### config.mk
export PLATFORM = sky130hd
export DESIGN_NAME = rv_mini_top
export DESIGN_NICKNAME = d
export VERILOG_FILES = /design/src/rv_mini_pkg.sv /design/src/rv_mini_top.sv /design/src/rv_mini_seq.sv /design/src/rv_mini_regfile.sv /design/src/rv_mini_wbu.sv /design/src/rv_mini_exu.sv /design/src/rv_mini_idu.sv
export SDC_FILE = /design/constraint.sdc
export NUM_CORES = 2
export LEC_CHECK = 0
export BUFFER_PORTS_ARGS = -buffer_cell sky130_fd_sc_hd__buf_2
export CAP_MARGIN = 40
export CORE_AREA = 2 2 422 424
export DETAILED_ROUTE_END_ITERATION = 6
export DIE_AREA = 0 0 424 426
export PLACE_DENSITY = 0.51
export SLEW_MARGIN = 20
export SYNTH_ARGS = -nofsm -noshare
export SYNTH_HDL_FRONTEND = slang
export SYNTH_HIERARCHICAL = 1
export SYNTH_SLANG_ARGS = --single-unit
### constraint.sdc
create_clock -name clk -period 5.73 [get_ports clk]
set_input_delay 0 -clock clk [delete_from_list [all_inputs] [get_ports clk]]
set_output_delay 0 -clock clk [all_outputs]
set_load 0.02 [all_outputs]
### src/rv_mini_pkg.sv
`default_nettype none

package rv_mini_pkg;

    // Basic widths --------
    typedef logic [31:0] word_t;     // Data or instruction word
    typedef logic [31:0] addr_t;     // Byte address
    typedef logic [4:0]  reg_idx_t;  // Register index
    typedef logic [3:0]  sel_t;      // Wishbone byte lanes

    // One-hot instruction class
    localparam int unsigned N_INST_TYPES = 9;
    typedef logic [N_INST_TYPES-1:0] inst_type_t;

    localparam int unsigned IT_ADDI   = 0;
    localparam int unsigned IT_JALR   = 1;
    localparam int unsigned IT_EBREAK = 2;
    localparam int unsigned IT_ADD    = 3;
    localparam int unsigned IT_LUI    = 4;
    localparam int unsigned IT_LW     = 5;
    localparam int unsigned IT_LBU    = 6;
    localparam int unsigned IT_SW     = 7;
    localparam int unsigned IT_SB     = 8;

    // Sequencer states
    typedef enum logic [2:0] {
        S_FETCH,   // Instruction read on the bus
        S_EXEC,    // Decode and execute, one cycle
        S_MEM,     // Load or store on the bus
        S_RETIRE,  // Register write and retire pulse
        S_HALT     // Parked after ebreak
    } seq_state_t;

    // Bundles --------
    typedef struct packed {
        inst_type_t inst_type;
        reg_idx_t   rd;
        reg_idx_t   rs1;
        reg_idx_t   rs2;
        word_t      imm;
    } decoded_t;

    typedef struct packed {
        word_t result;   // ALU value, also the memory address
        word_t link;     // Register value for non-load classes
        addr_t next_pc;
        logic  reg_wen;
        logic  read;
        logic  write;
        logic  is_byte;  // lbu or sb
        logic  halt;
    } exec_t;

    typedef struct packed {
        addr_t adr;
        word_t dat_w;
        sel_t  sel;
        logic  we;
        logic  cyc;
        logic  stb;
    } wb_req_t;

    typedef struct packed {
        word_t dat_r;
        logic  ack;
    } wb_rsp_t;

    typedef struct packed {
        logic     valid;
        addr_t    pc;
        reg_idx_t rd;
        logic     reg_wen;
        word_t    data;
    } retire_t;

endpackage

`default_nettype wire
### src/rv_mini_top.sv
`default_nettype none

module rv_mini_top import rv_mini_pkg::*; #(
    parameter addr_t RESET_PC = 32'h0000_0000
) (
    input  logic    clk,
    input  logic    rst_n,
    output wb_req_t wb_req,
    input  wb_rsp_t wb_rsp,
    output retire_t retire,
    output logic    halted
);

    // Internal nets --------
    decoded_t dec;
    exec_t    ex;
    word_t    inst;
    addr_t    pc;
    word_t    rdata1;
    word_t    rdata2;
    word_t    load_word;
    addr_t    mem_addr;
    word_t    store_dat;
    sel_t     store_sel;
    word_t    wb_data;
    logic     rf_wen;
    retire_t  seq_retire;

    rv_mini_seq #(
        .RESET_PC (RESET_PC)
    ) i_rv_mini_seq (
        .clk       (clk),
        .rst_n     (rst_n),
        .dec       (dec),
        .ex        (ex),
        .store_dat (store_dat),
        .store_sel (store_sel),
        .wb_rsp    (wb_rsp),
        .wb_req    (wb_req),
        .inst      (inst),
        .pc        (pc),
        .load_word (load_word),
        .mem_addr  (mem_addr),
        .rf_wen    (rf_wen),
        .retire    (seq_retire),
        .halted    (halted)
    );

    rv_mini_idu i_rv_mini_idu (
        .inst (inst),
        .dec  (dec)
    );

    rv_mini_regfile i_rv_mini_regfile (
        .clk    (clk),
        .rst_n  (rst_n),
        .raddr1 (dec.rs1),
        .raddr2 (dec.rs2),
        .rdata1 (rdata1),
        .rdata2 (rdata2),
        .wen    (rf_wen),
        .waddr  (dec.rd),
        .wdata  (wb_data)
    );

    rv_mini_exu i_rv_mini_exu (
        .dec    (dec),
        .rdata1 (rdata1),
        .rdata2 (rdata2),
        .pc     (pc),
        .ex     (ex)
    );

    rv_mini_wbu i_rv_mini_wbu (
        .ex        (ex),
        .rdata2    (rdata2),
        .load_word (load_word),
        .mem_addr  (mem_addr),
        .store_dat (store_dat),
        .store_sel (store_sel),
        .wb_data   (wb_data)
    );

    // Retire record carries the value written to the regfile
    always_comb begin
        retire      = seq_retire;
        retire.data = wb_data;
    end

endmodule

`default_nettype wire

### src/rv_mini_seq.sv
`default_nettype none

module rv_mini_seq import rv_mini_pkg::*; #(
    parameter addr_t RESET_PC = 32'h0000_0000
) (
    input  logic     clk,
    input  logic     rst_n,
    input  decoded_t dec,
    input  exec_t    ex,
    input  word_t    store_dat,
    input  sel_t     store_sel,
    input  wb_rsp_t  wb_rsp,
    output wb_req_t  wb_req,
    output word_t    inst,
    output addr_t    pc,
    output word_t    load_word,
    output addr_t    mem_addr,
    output logic     rf_wen,
    output retire_t  retire,
    output logic     halted
);

    seq_state_t state;
    exec_t      ex_q;        // Execute result held past S_EXEC

    // Bus control and payload registers
    logic  cyc_q;
    logic  stb_q;
    logic  we_q;
    addr_t adr_q;
    word_t dat_q;
    sel_t  sel_q;

    logic  ack;
    logic  issue_fetch;
    logic  issue_mem;

    assign ack         = cyc_q && stb_q && wb_rsp.ack;
    assign issue_fetch = (state == S_FETCH) && !cyc_q;  // First cycle of a fetch
    assign issue_mem   = (state == S_MEM) && !cyc_q;

    // Control path --------
    always_ff @(posedge clk) begin
        if (!rst_n) begin
            state <= S_FETCH;
            pc    <= RESET_PC;
            cyc_q <= 1'b0;
            stb_q <= 1'b0;
            we_q  <= 1'b0;
        end else begin
            unique case (state)
                S_FETCH: begin
                    if (ack) begin
                        cyc_q <= 1'b0;  // Drop right after the ack edge
                        stb_q <= 1'b0;
                        state <= S_EXEC;
                    end else if (!cyc_q) begin
                        cyc_q <= 1'b1;
                        stb_q <= 1'b1;
                        we_q  <= 1'b0;
                    end
                end
                S_EXEC: state <= (ex.read || ex.write) ? S_MEM : S_RETIRE;
                S_MEM: begin
                    if (ack) begin
                        cyc_q <= 1'b0;
                        stb_q <= 1'b0;
                        we_q  <= 1'b0;
                        state <= S_RETIRE;
                    end else if (!cyc_q) begin
                        cyc_q <= 1'b1;
                        stb_q <= 1'b1;
                        we_q  <= ex_q.write;
                    end
                end
                S_RETIRE: begin
                    pc    <= ex_q.next_pc;
                    state <= ex_q.halt ? S_HALT : S_FETCH;
                end
                S_HALT:  state <= S_HALT;  // Only reset leaves
                default: state <= S_FETCH;
            endcase
        end
    end

    // Data path --------
    always_ff @(posedge clk) begin
        if (issue_fetch) begin
            adr_q <= pc;
            dat_q <= '0;
            sel_q <= '1;
        end
        if (issue_mem) begin
            adr_q <= {mem_addr[31:2], 2'b00};  // Word aligned, lanes via sel
            dat_q <= store_dat;
            sel_q <= store_sel;
        end
        if ((state == S_FETCH) && ack) begin
            inst <= wb_rsp.dat_r;               // Instruction register
        end
        if (state == S_EXEC) begin
            ex_q     <= ex;
            mem_addr <= ex.result;
        end
        if ((state == S_MEM) && ack) begin
            load_word <= wb_rsp.dat_r;
        end
    end

    assign wb_req = '{adr: adr_q, dat_w: dat_q, sel: sel_q, we: we_q, cyc: cyc_q, stb: stb_q};

    // Retire and halt outputs
    assign rf_wen = (state == S_RETIRE) && ex_q.reg_wen;
    assign halted = ((state == S_RETIRE) && ex_q.halt) || (state == S_HALT);

    always_comb begin
        retire.valid   = (state == S_RETIRE);
        retire.pc      = pc;           // Still the retiring instruction's PC
        retire.rd      = dec.rd;
        retire.reg_wen = ex_q.reg_wen;
        retire.data    = '0;           // Filled by the top from the writeback mux
    end

endmodule

`default_nettype wire

### src/rv_mini_regfile.sv
`default_nettype none

module rv_mini_regfile import rv_mini_pkg::*; (
    input  logic     clk,
    input  logic     rst_n,
    input  reg_idx_t raddr1,
    input  reg_idx_t raddr2,
    output word_t    rdata1,
    output word_t    rdata2,
    input  logic     wen,
    input  reg_idx_t waddr,
    input  word_t    wdata
);

    word_t regs [1:31];  // x0 has no storage

    // Write port
    always_ff @(posedge clk) begin
        if (!rst_n) begin
            for (int i = 1; i < 32; i++) begin
                regs[i] <= '0;
            end
        end else if (wen && (waddr != '0)) begin
            regs[waddr] <= wdata;
        end
    end

    // Read ports, x0 reads as zero
    assign rdata1 = (raddr1 == '0) ? '0 : regs[raddr1];
    assign rdata2 = (raddr2 == '0) ? '0 : regs[raddr2];

endmodule

`default_nettype wire

### src/rv_mini_wbu.sv
`default_nettype none

module rv_mini_wbu import rv_mini_pkg::*; (
    input  exec_t ex,
    input  word_t rdata2,
    input  word_t load_word,
    input  addr_t mem_addr,
    output word_t store_dat,
    output sel_t  store_sel,
    output word_t wb_data
);

    logic [1:0] byte_off;   // Lane within the word
    logic [7:0] load_byte;
    word_t      load_val;

    assign byte_off = mem_addr[1:0];

    // Store side --------
    always_comb begin
        if (ex.is_byte) begin
            store_dat = {4{rdata2[7:0]}};  // Same byte on every lane
        end else begin
            store_dat = rdata2;
        end

        // One lane for sb, full word for sw and all reads
        if (ex.write && ex.is_byte) begin
            store_sel = sel_t'(4'b0001 << byte_off);
        end else begin
            store_sel = 4'b1111;
        end
    end

    // Load side --------
    always_comb begin
        load_byte = load_word[{byte_off, 3'b000} +: 8];
        if (ex.is_byte) begin
            load_val = {24'b0, load_byte};  // lbu zero-extends
        end else begin
            load_val = load_word;
        end
    end

    // Writeback select
    // Loads take the bus word, jalr takes pc+4 and the rest take
    // the ALU result, both of which arrive through link
    always_comb begin
        if (ex.read) begin
            wb_data = load_val;
        end else begin
            wb_data = ex.link;
        end
    end

endmodule

`default_nettype wire

### src/rv_mini_exu.sv
`default_nettype none

module rv_mini_exu import rv_mini_pkg::*; (
    input  decoded_t dec,
    input  word_t    rdata1,
    input  word_t    rdata2,
    input  addr_t    pc,
    output exec_t    ex
);

    word_t sum_imm;   // rs1 + imm, shared by addi, jalr and memory ops
    addr_t pc_plus4;
    addr_t jalr_tgt;
    logic  wen;

    assign sum_imm  = rdata1 + dec.imm;
    assign pc_plus4 = pc + 32'd4;
    assign jalr_tgt = {sum_imm[31:1], 1'b0};  // Bit 0 cleared

    always_comb begin
        wen        = 1'b0;
        ex.result  = '0;
        ex.read    = 1'b0;
        ex.write   = 1'b0;
        ex.is_byte = 1'b0;
        ex.halt    = 1'b0;

        // Per-class behaviour --------
        unique case (1'b1)
            dec.inst_type[IT_ADDI]: begin
                ex.result = sum_imm;
                wen       = 1'b1;
            end
            dec.inst_type[IT_JALR]: begin
                ex.result = jalr_tgt;
                wen       = 1'b1;  // rd gets pc+4 through link
            end
            dec.inst_type[IT_EBREAK]: ex.halt = 1'b1;  // No writeback
            dec.inst_type[IT_ADD]: begin
                ex.result = rdata1 + rdata2;
                wen       = 1'b1;
            end
            dec.inst_type[IT_LUI]: begin
                ex.result = dec.imm;
                wen       = 1'b1;
            end
            dec.inst_type[IT_LW], dec.inst_type[IT_LBU]: begin
                ex.result  = sum_imm;  // Load address
                wen        = 1'b1;
                ex.read    = 1'b1;
                ex.is_byte = dec.inst_type[IT_LBU];
            end
            dec.inst_type[IT_SW], dec.inst_type[IT_SB]: begin
                ex.result  = sum_imm;  // Store address
                ex.write   = 1'b1;
                ex.is_byte = dec.inst_type[IT_SB];
            end
            default: ex.result = '0;  // Unknown word retires as a no-op
        endcase

        // Link equals result outside jalr
        ex.link    = dec.inst_type[IT_JALR] ? pc_plus4 : ex.result;
        ex.next_pc = dec.inst_type[IT_JALR] ? jalr_tgt : pc_plus4;
        ex.reg_wen = wen && (dec.rd != '0);  // x0 is never written
    end

endmodule

`default_nettype wire

### src/rv_mini_idu.sv
`default_nettype none

module rv_mini_idu import rv_mini_pkg::*; (
    input  word_t    inst,
    output decoded_t dec
);

    // Major opcodes
    localparam logic [6:0] OP_IMM    = 7'b0010011;
    localparam logic [6:0] OP_REG    = 7'b0110011;
    localparam logic [6:0] OP_LUI    = 7'b0110111;
    localparam logic [6:0] OP_JALR   = 7'b1100111;
    localparam logic [6:0] OP_LOAD   = 7'b0000011;
    localparam logic [6:0] OP_STORE  = 7'b0100011;
    localparam word_t      EBREAK_W  = 32'h0010_0073;  // Whole word match

    logic [6:0] opcode;
    logic [2:0] funct3;
    logic [6:0] funct7;
    word_t      imm_i;
    word_t      imm_s;
    word_t      imm_u;

    assign opcode = inst[6:0];
    assign funct3 = inst[14:12];
    assign funct7 = inst[31:25];

    // Immediate formats --------
    assign imm_i = {{20{inst[31]}}, inst[31:20]};
    assign imm_s = {{20{inst[31]}}, inst[31:25], inst[11:7]};
    assign imm_u = {inst[31:12], 12'b0};

    always_comb begin
        dec.inst_type = '0;  // Unknown words keep all bits low
        dec.rd        = inst[11:7];
        dec.rs1       = inst[19:15];
        dec.rs2       = inst[24:20];
        dec.imm       = imm_i;   // I-type by default

        if (inst == EBREAK_W) begin
            dec.inst_type[IT_EBREAK] = 1'b1;
        end else begin
            unique case (opcode)
                OP_IMM:   dec.inst_type[IT_ADDI] = (funct3 == 3'b000);
                OP_JALR:  dec.inst_type[IT_JALR] = (funct3 == 3'b000);
                OP_REG:   dec.inst_type[IT_ADD]  = (funct3 == 3'b000) &&
                                                   (funct7 == 7'b0000000);
                OP_LUI: begin
                    dec.inst_type[IT_LUI] = 1'b1;
                    dec.imm               = imm_u;
                end
                OP_LOAD: begin
                    dec.inst_type[IT_LW]  = (funct3 == 3'b010);
                    dec.inst_type[IT_LBU] = (funct3 == 3'b100);
                end
                OP_STORE: begin
                    dec.inst_type[IT_SW] = (funct3 == 3'b010);
                    dec.inst_type[IT_SB] = (funct3 == 3'b000);
                    dec.imm              = imm_s;  // Split immediate
                end
                default: dec.inst_type = '0;
            endcase
        end
    end

endmodule

`default_nettype wire

==> results_dict.tcl <==
set metrics [dict create \
    rsz0062_at_grt "yes" \
    power_mw 23.1 \
    ant_nets 0 \
    max-slew-margin-rel_pct 32.9 \
    layout_setup_ws_ns -0.365 \
    setup_viol 38 \
    grt_pass1_vias 50600 \
    insertion_delay_ns 0.85 \
    fin_worst_hold_slack_ns 0.0254 \
    fillers 14700 \
    syn_area_per_cell_sq_um 13.7 \
    place.gp.congestion 0.945 \
    synthesis.area_sq_mm 0.0698 \
    stdcell_count 8490 \
    wl_per_cell_um 35.0 \
    nets 6119 \
    worst_ep_required_time_ns 5.73 \
    drv_slew 0 \
    clock_path_buffers 3 \
    multi_input_area_sq_mm 0.0334 \
    reg2reg_from "i_rv_mini_seq/inst[16]$_DFFE_PP_" \
    fmax_mhz 164 \
    critPathKind "register to output pin" \
    grt_max_degree 61 \
    totalWireLength_um 297000 \
    synthCells 5114 \
    areaGrowthSynthToFinish_pct 31.0 \
    num_rows 154 \
    drive_gt1_share_pct 39.9 \
    cp_max_fo 7 \
    fin_area_sq_mm 0.0915 \
    die_y_um 426 \
    drt_first_pass_iters 6 \
    hold_path.class "input port to register" \
    die_width_um 424 \
    cts_tree "yes" \
    grtUsageTotal_pct 32.4 \
    port_buffers 177 \
    dp_hpwl_um 191000 \
    vias 51300 \
    clock_skew_ns 0.0593 \
    ctsHtreeMaxLevel 4 \
    finalCoreUtilization_pct 52.1 \
    clkTransAtPathRegs_ns 0.06 \
    grt-ovfl-total 0 \
    cts.sinks 1261 \
    drc_errors 0 \
    min_path_cells 2 \
    final_common_cell "edfxtp_1" \
    r2r_end "i_rv_mini_regfile/regs[15][27]$_SDFFCE_PN0P_" \
    dp.cells 7864 \
    core_area_sq_mm 0.176 \
    outcome "finished, violations left" \
    maxCapViolations 0 \
    ios 178 \
    fin_crit_sh_pct 106 \
    ir_drop_uv 250 \
    grt_first_pass_wirelength_um 407000 \
    fin_crit_ns 6.09 \
    drt_iter0_drc 6223 \
    register_area_sq_mm 0.0375 \
    yosys_warnings 6 \
    start_kind "register" \
    regToRegSetupSlack_ns -0.15 \
    tightest_slew_ns 1.00 \
    arrival_ns 6.09 \
    ff2ff_path_depth 25 \
    failed_checks "negative setup slack" \
    min_to "i_rv_mini_seq/inst[21]$_DFFE_PP_" \
    power.density_mw_per_mm2 253 \
    antenna_found_initial 19 \
    start_util_pct 39.7 \
    dpl-instance-area_sq_mm 0.0789 \
    final_cell_mix "edfxtp_1 (1221), and2_1 (1034), buf_4 (738)" \
    cts_root_buffer "clkbuf_16" \
    viasPerCell 6.04 \
    hp-start "wb_rsp[22]" \
    numCtsBuffers 147 \
    die_area_sq_mm 0.181 \
    leakage_nw 34.2 \
    critPathCaptureType "output pin" \
    report.final.hold_viol_count 0 \
]
[metal layers]
| layer | GRT usage (%) | part of all wire [%] | vias to the layer above |
|---|---|---|---|
| li1 | - | - | 21300 |
| met1 | 43.4 | 40 | 26500 |
| met2 | 49.4 | 45 | 2858 |
| met3 | 6.98 | 9.5 | 613 |
| met4 | 17.2 | 6.1 | 8 |
| met5 | 0 | 0.019 | - |
[sequential cells by signal, summed over array words and instances (netlist names)]
name and flops:
i_rv_mini_seq/pc 32, i_rv_mini_seq/adr_q 32, i_rv_mini_seq/inst 32, i_rv_mini_seq/we_q 1, i_rv_mini_seq/sel_q 4, i_rv_mini_seq/stb_q 1
i_rv_mini_regfile/regs 1024, i_rv_mini_seq/ex_q 34, i_rv_mini_seq/cyc_q 1, i_rv_mini_seq/mem_addr 32, i_rv_mini_seq/dat_q 32, i_rv_mini_seq/retire 1
i_rv_mini_seq/load_word 32, i_rv_mini_seq/state 3
[final cells by class]
| class | instances | share of cell area [%] |
|---|---|---|
| antenna | 11 | 0.0301 |
| clock buffer | 182 | 4.20 |
| clock inverter | 87 | 1.08 |
| inverter | 83 | 0.349 |
| multi-input combinational | 3269 | 36.5 |
| sequential | 1261 | 41.0 |
| tap | 2340 | 3.20 |
| timing repair buffer | 1257 | 13.7 |
[worst max path at each step]
| stage | start | endpoint | cells after the start |
|---|---|---|---|
| floorplan | i_rv_mini_seq/inst[20]$_DFFE_PP_ | i_rv_mini_regfile/regs[10][31]$_SDFFCE_PN0P_ | 21 |
| global placement | i_rv_mini_seq/inst[20]$_DFFE_PP_ | i_rv_mini_regfile/regs[14][31]$_SDFFCE_PN0P_ | 19 |
| detailed placement | i_rv_mini_seq/inst[20]$_DFFE_PP_ | i_rv_mini_regfile/regs[4][31]$_SDFFCE_PN0P_ | 19 |
| CTS | i_rv_mini_seq/inst[16]$_DFFE_PP_ | retire[20] | 25 |
| global route | i_rv_mini_seq/inst[16]$_DFFE_PP_ | retire[31] | 22 |
| finish | i_rv_mini_seq/inst[16]$_DFFE_PP_ | retire[31] | 22 |
[metrics by stage]
stage	setup WS, ns	setup TNS (ns)
2_1_floorplan	0.245	0
3_3_place_gp	-0.855	-251.64
3_5_place_dp	-0.970	-255.00
4_1_cts	-0.381	-5.44
5_1_grt	-0.461	-14.78
6_report	-0.365	-7.18
[worst max-delay path: stages (launching register included)]
cell	delay [ns]
edfxtp_1	0.34
buf_6	0.14
buf_12	0.18
buf_16	0.15
buf_6	0.11
mux4_2	0.52
mux4_2	0.61
o22ai_4	0.26
nor3_4	0.11
ha_4	0.31
nand4_1	0.15
o41ai_4	0.45
a31oi_4	0.08
o31ai_2	0.23
buf_4	0.18
a21oi_4	0.07
o31ai_4	0.22
mux2_4	0.35
a31oi_4	0.25
inv_2	0.06
o21ai_2	0.17
buf_6	0.15
buf_6	0.13
[where the power goes]
| group | switching, mW | internal (mW) |
|---|---|---|
| clock network | 4.12 | 5.45 |
| logic | 1.61 | 1.35 |
| registers | 0.170 | 10.4 |
| total | 5.90 | 17.2 |
[timing repair]
item                                    CTS  global route
gates cloned                             36             5
gates resized for setup                 550           210
endpoints found under the hold margin   105             0
endpoints found under the setup margin  765           570
buffers inserted                        208            76
hold buffers                             65             0
pin swaps                               182           138
No activity file was read; power rests on OpenSTA's default activity.
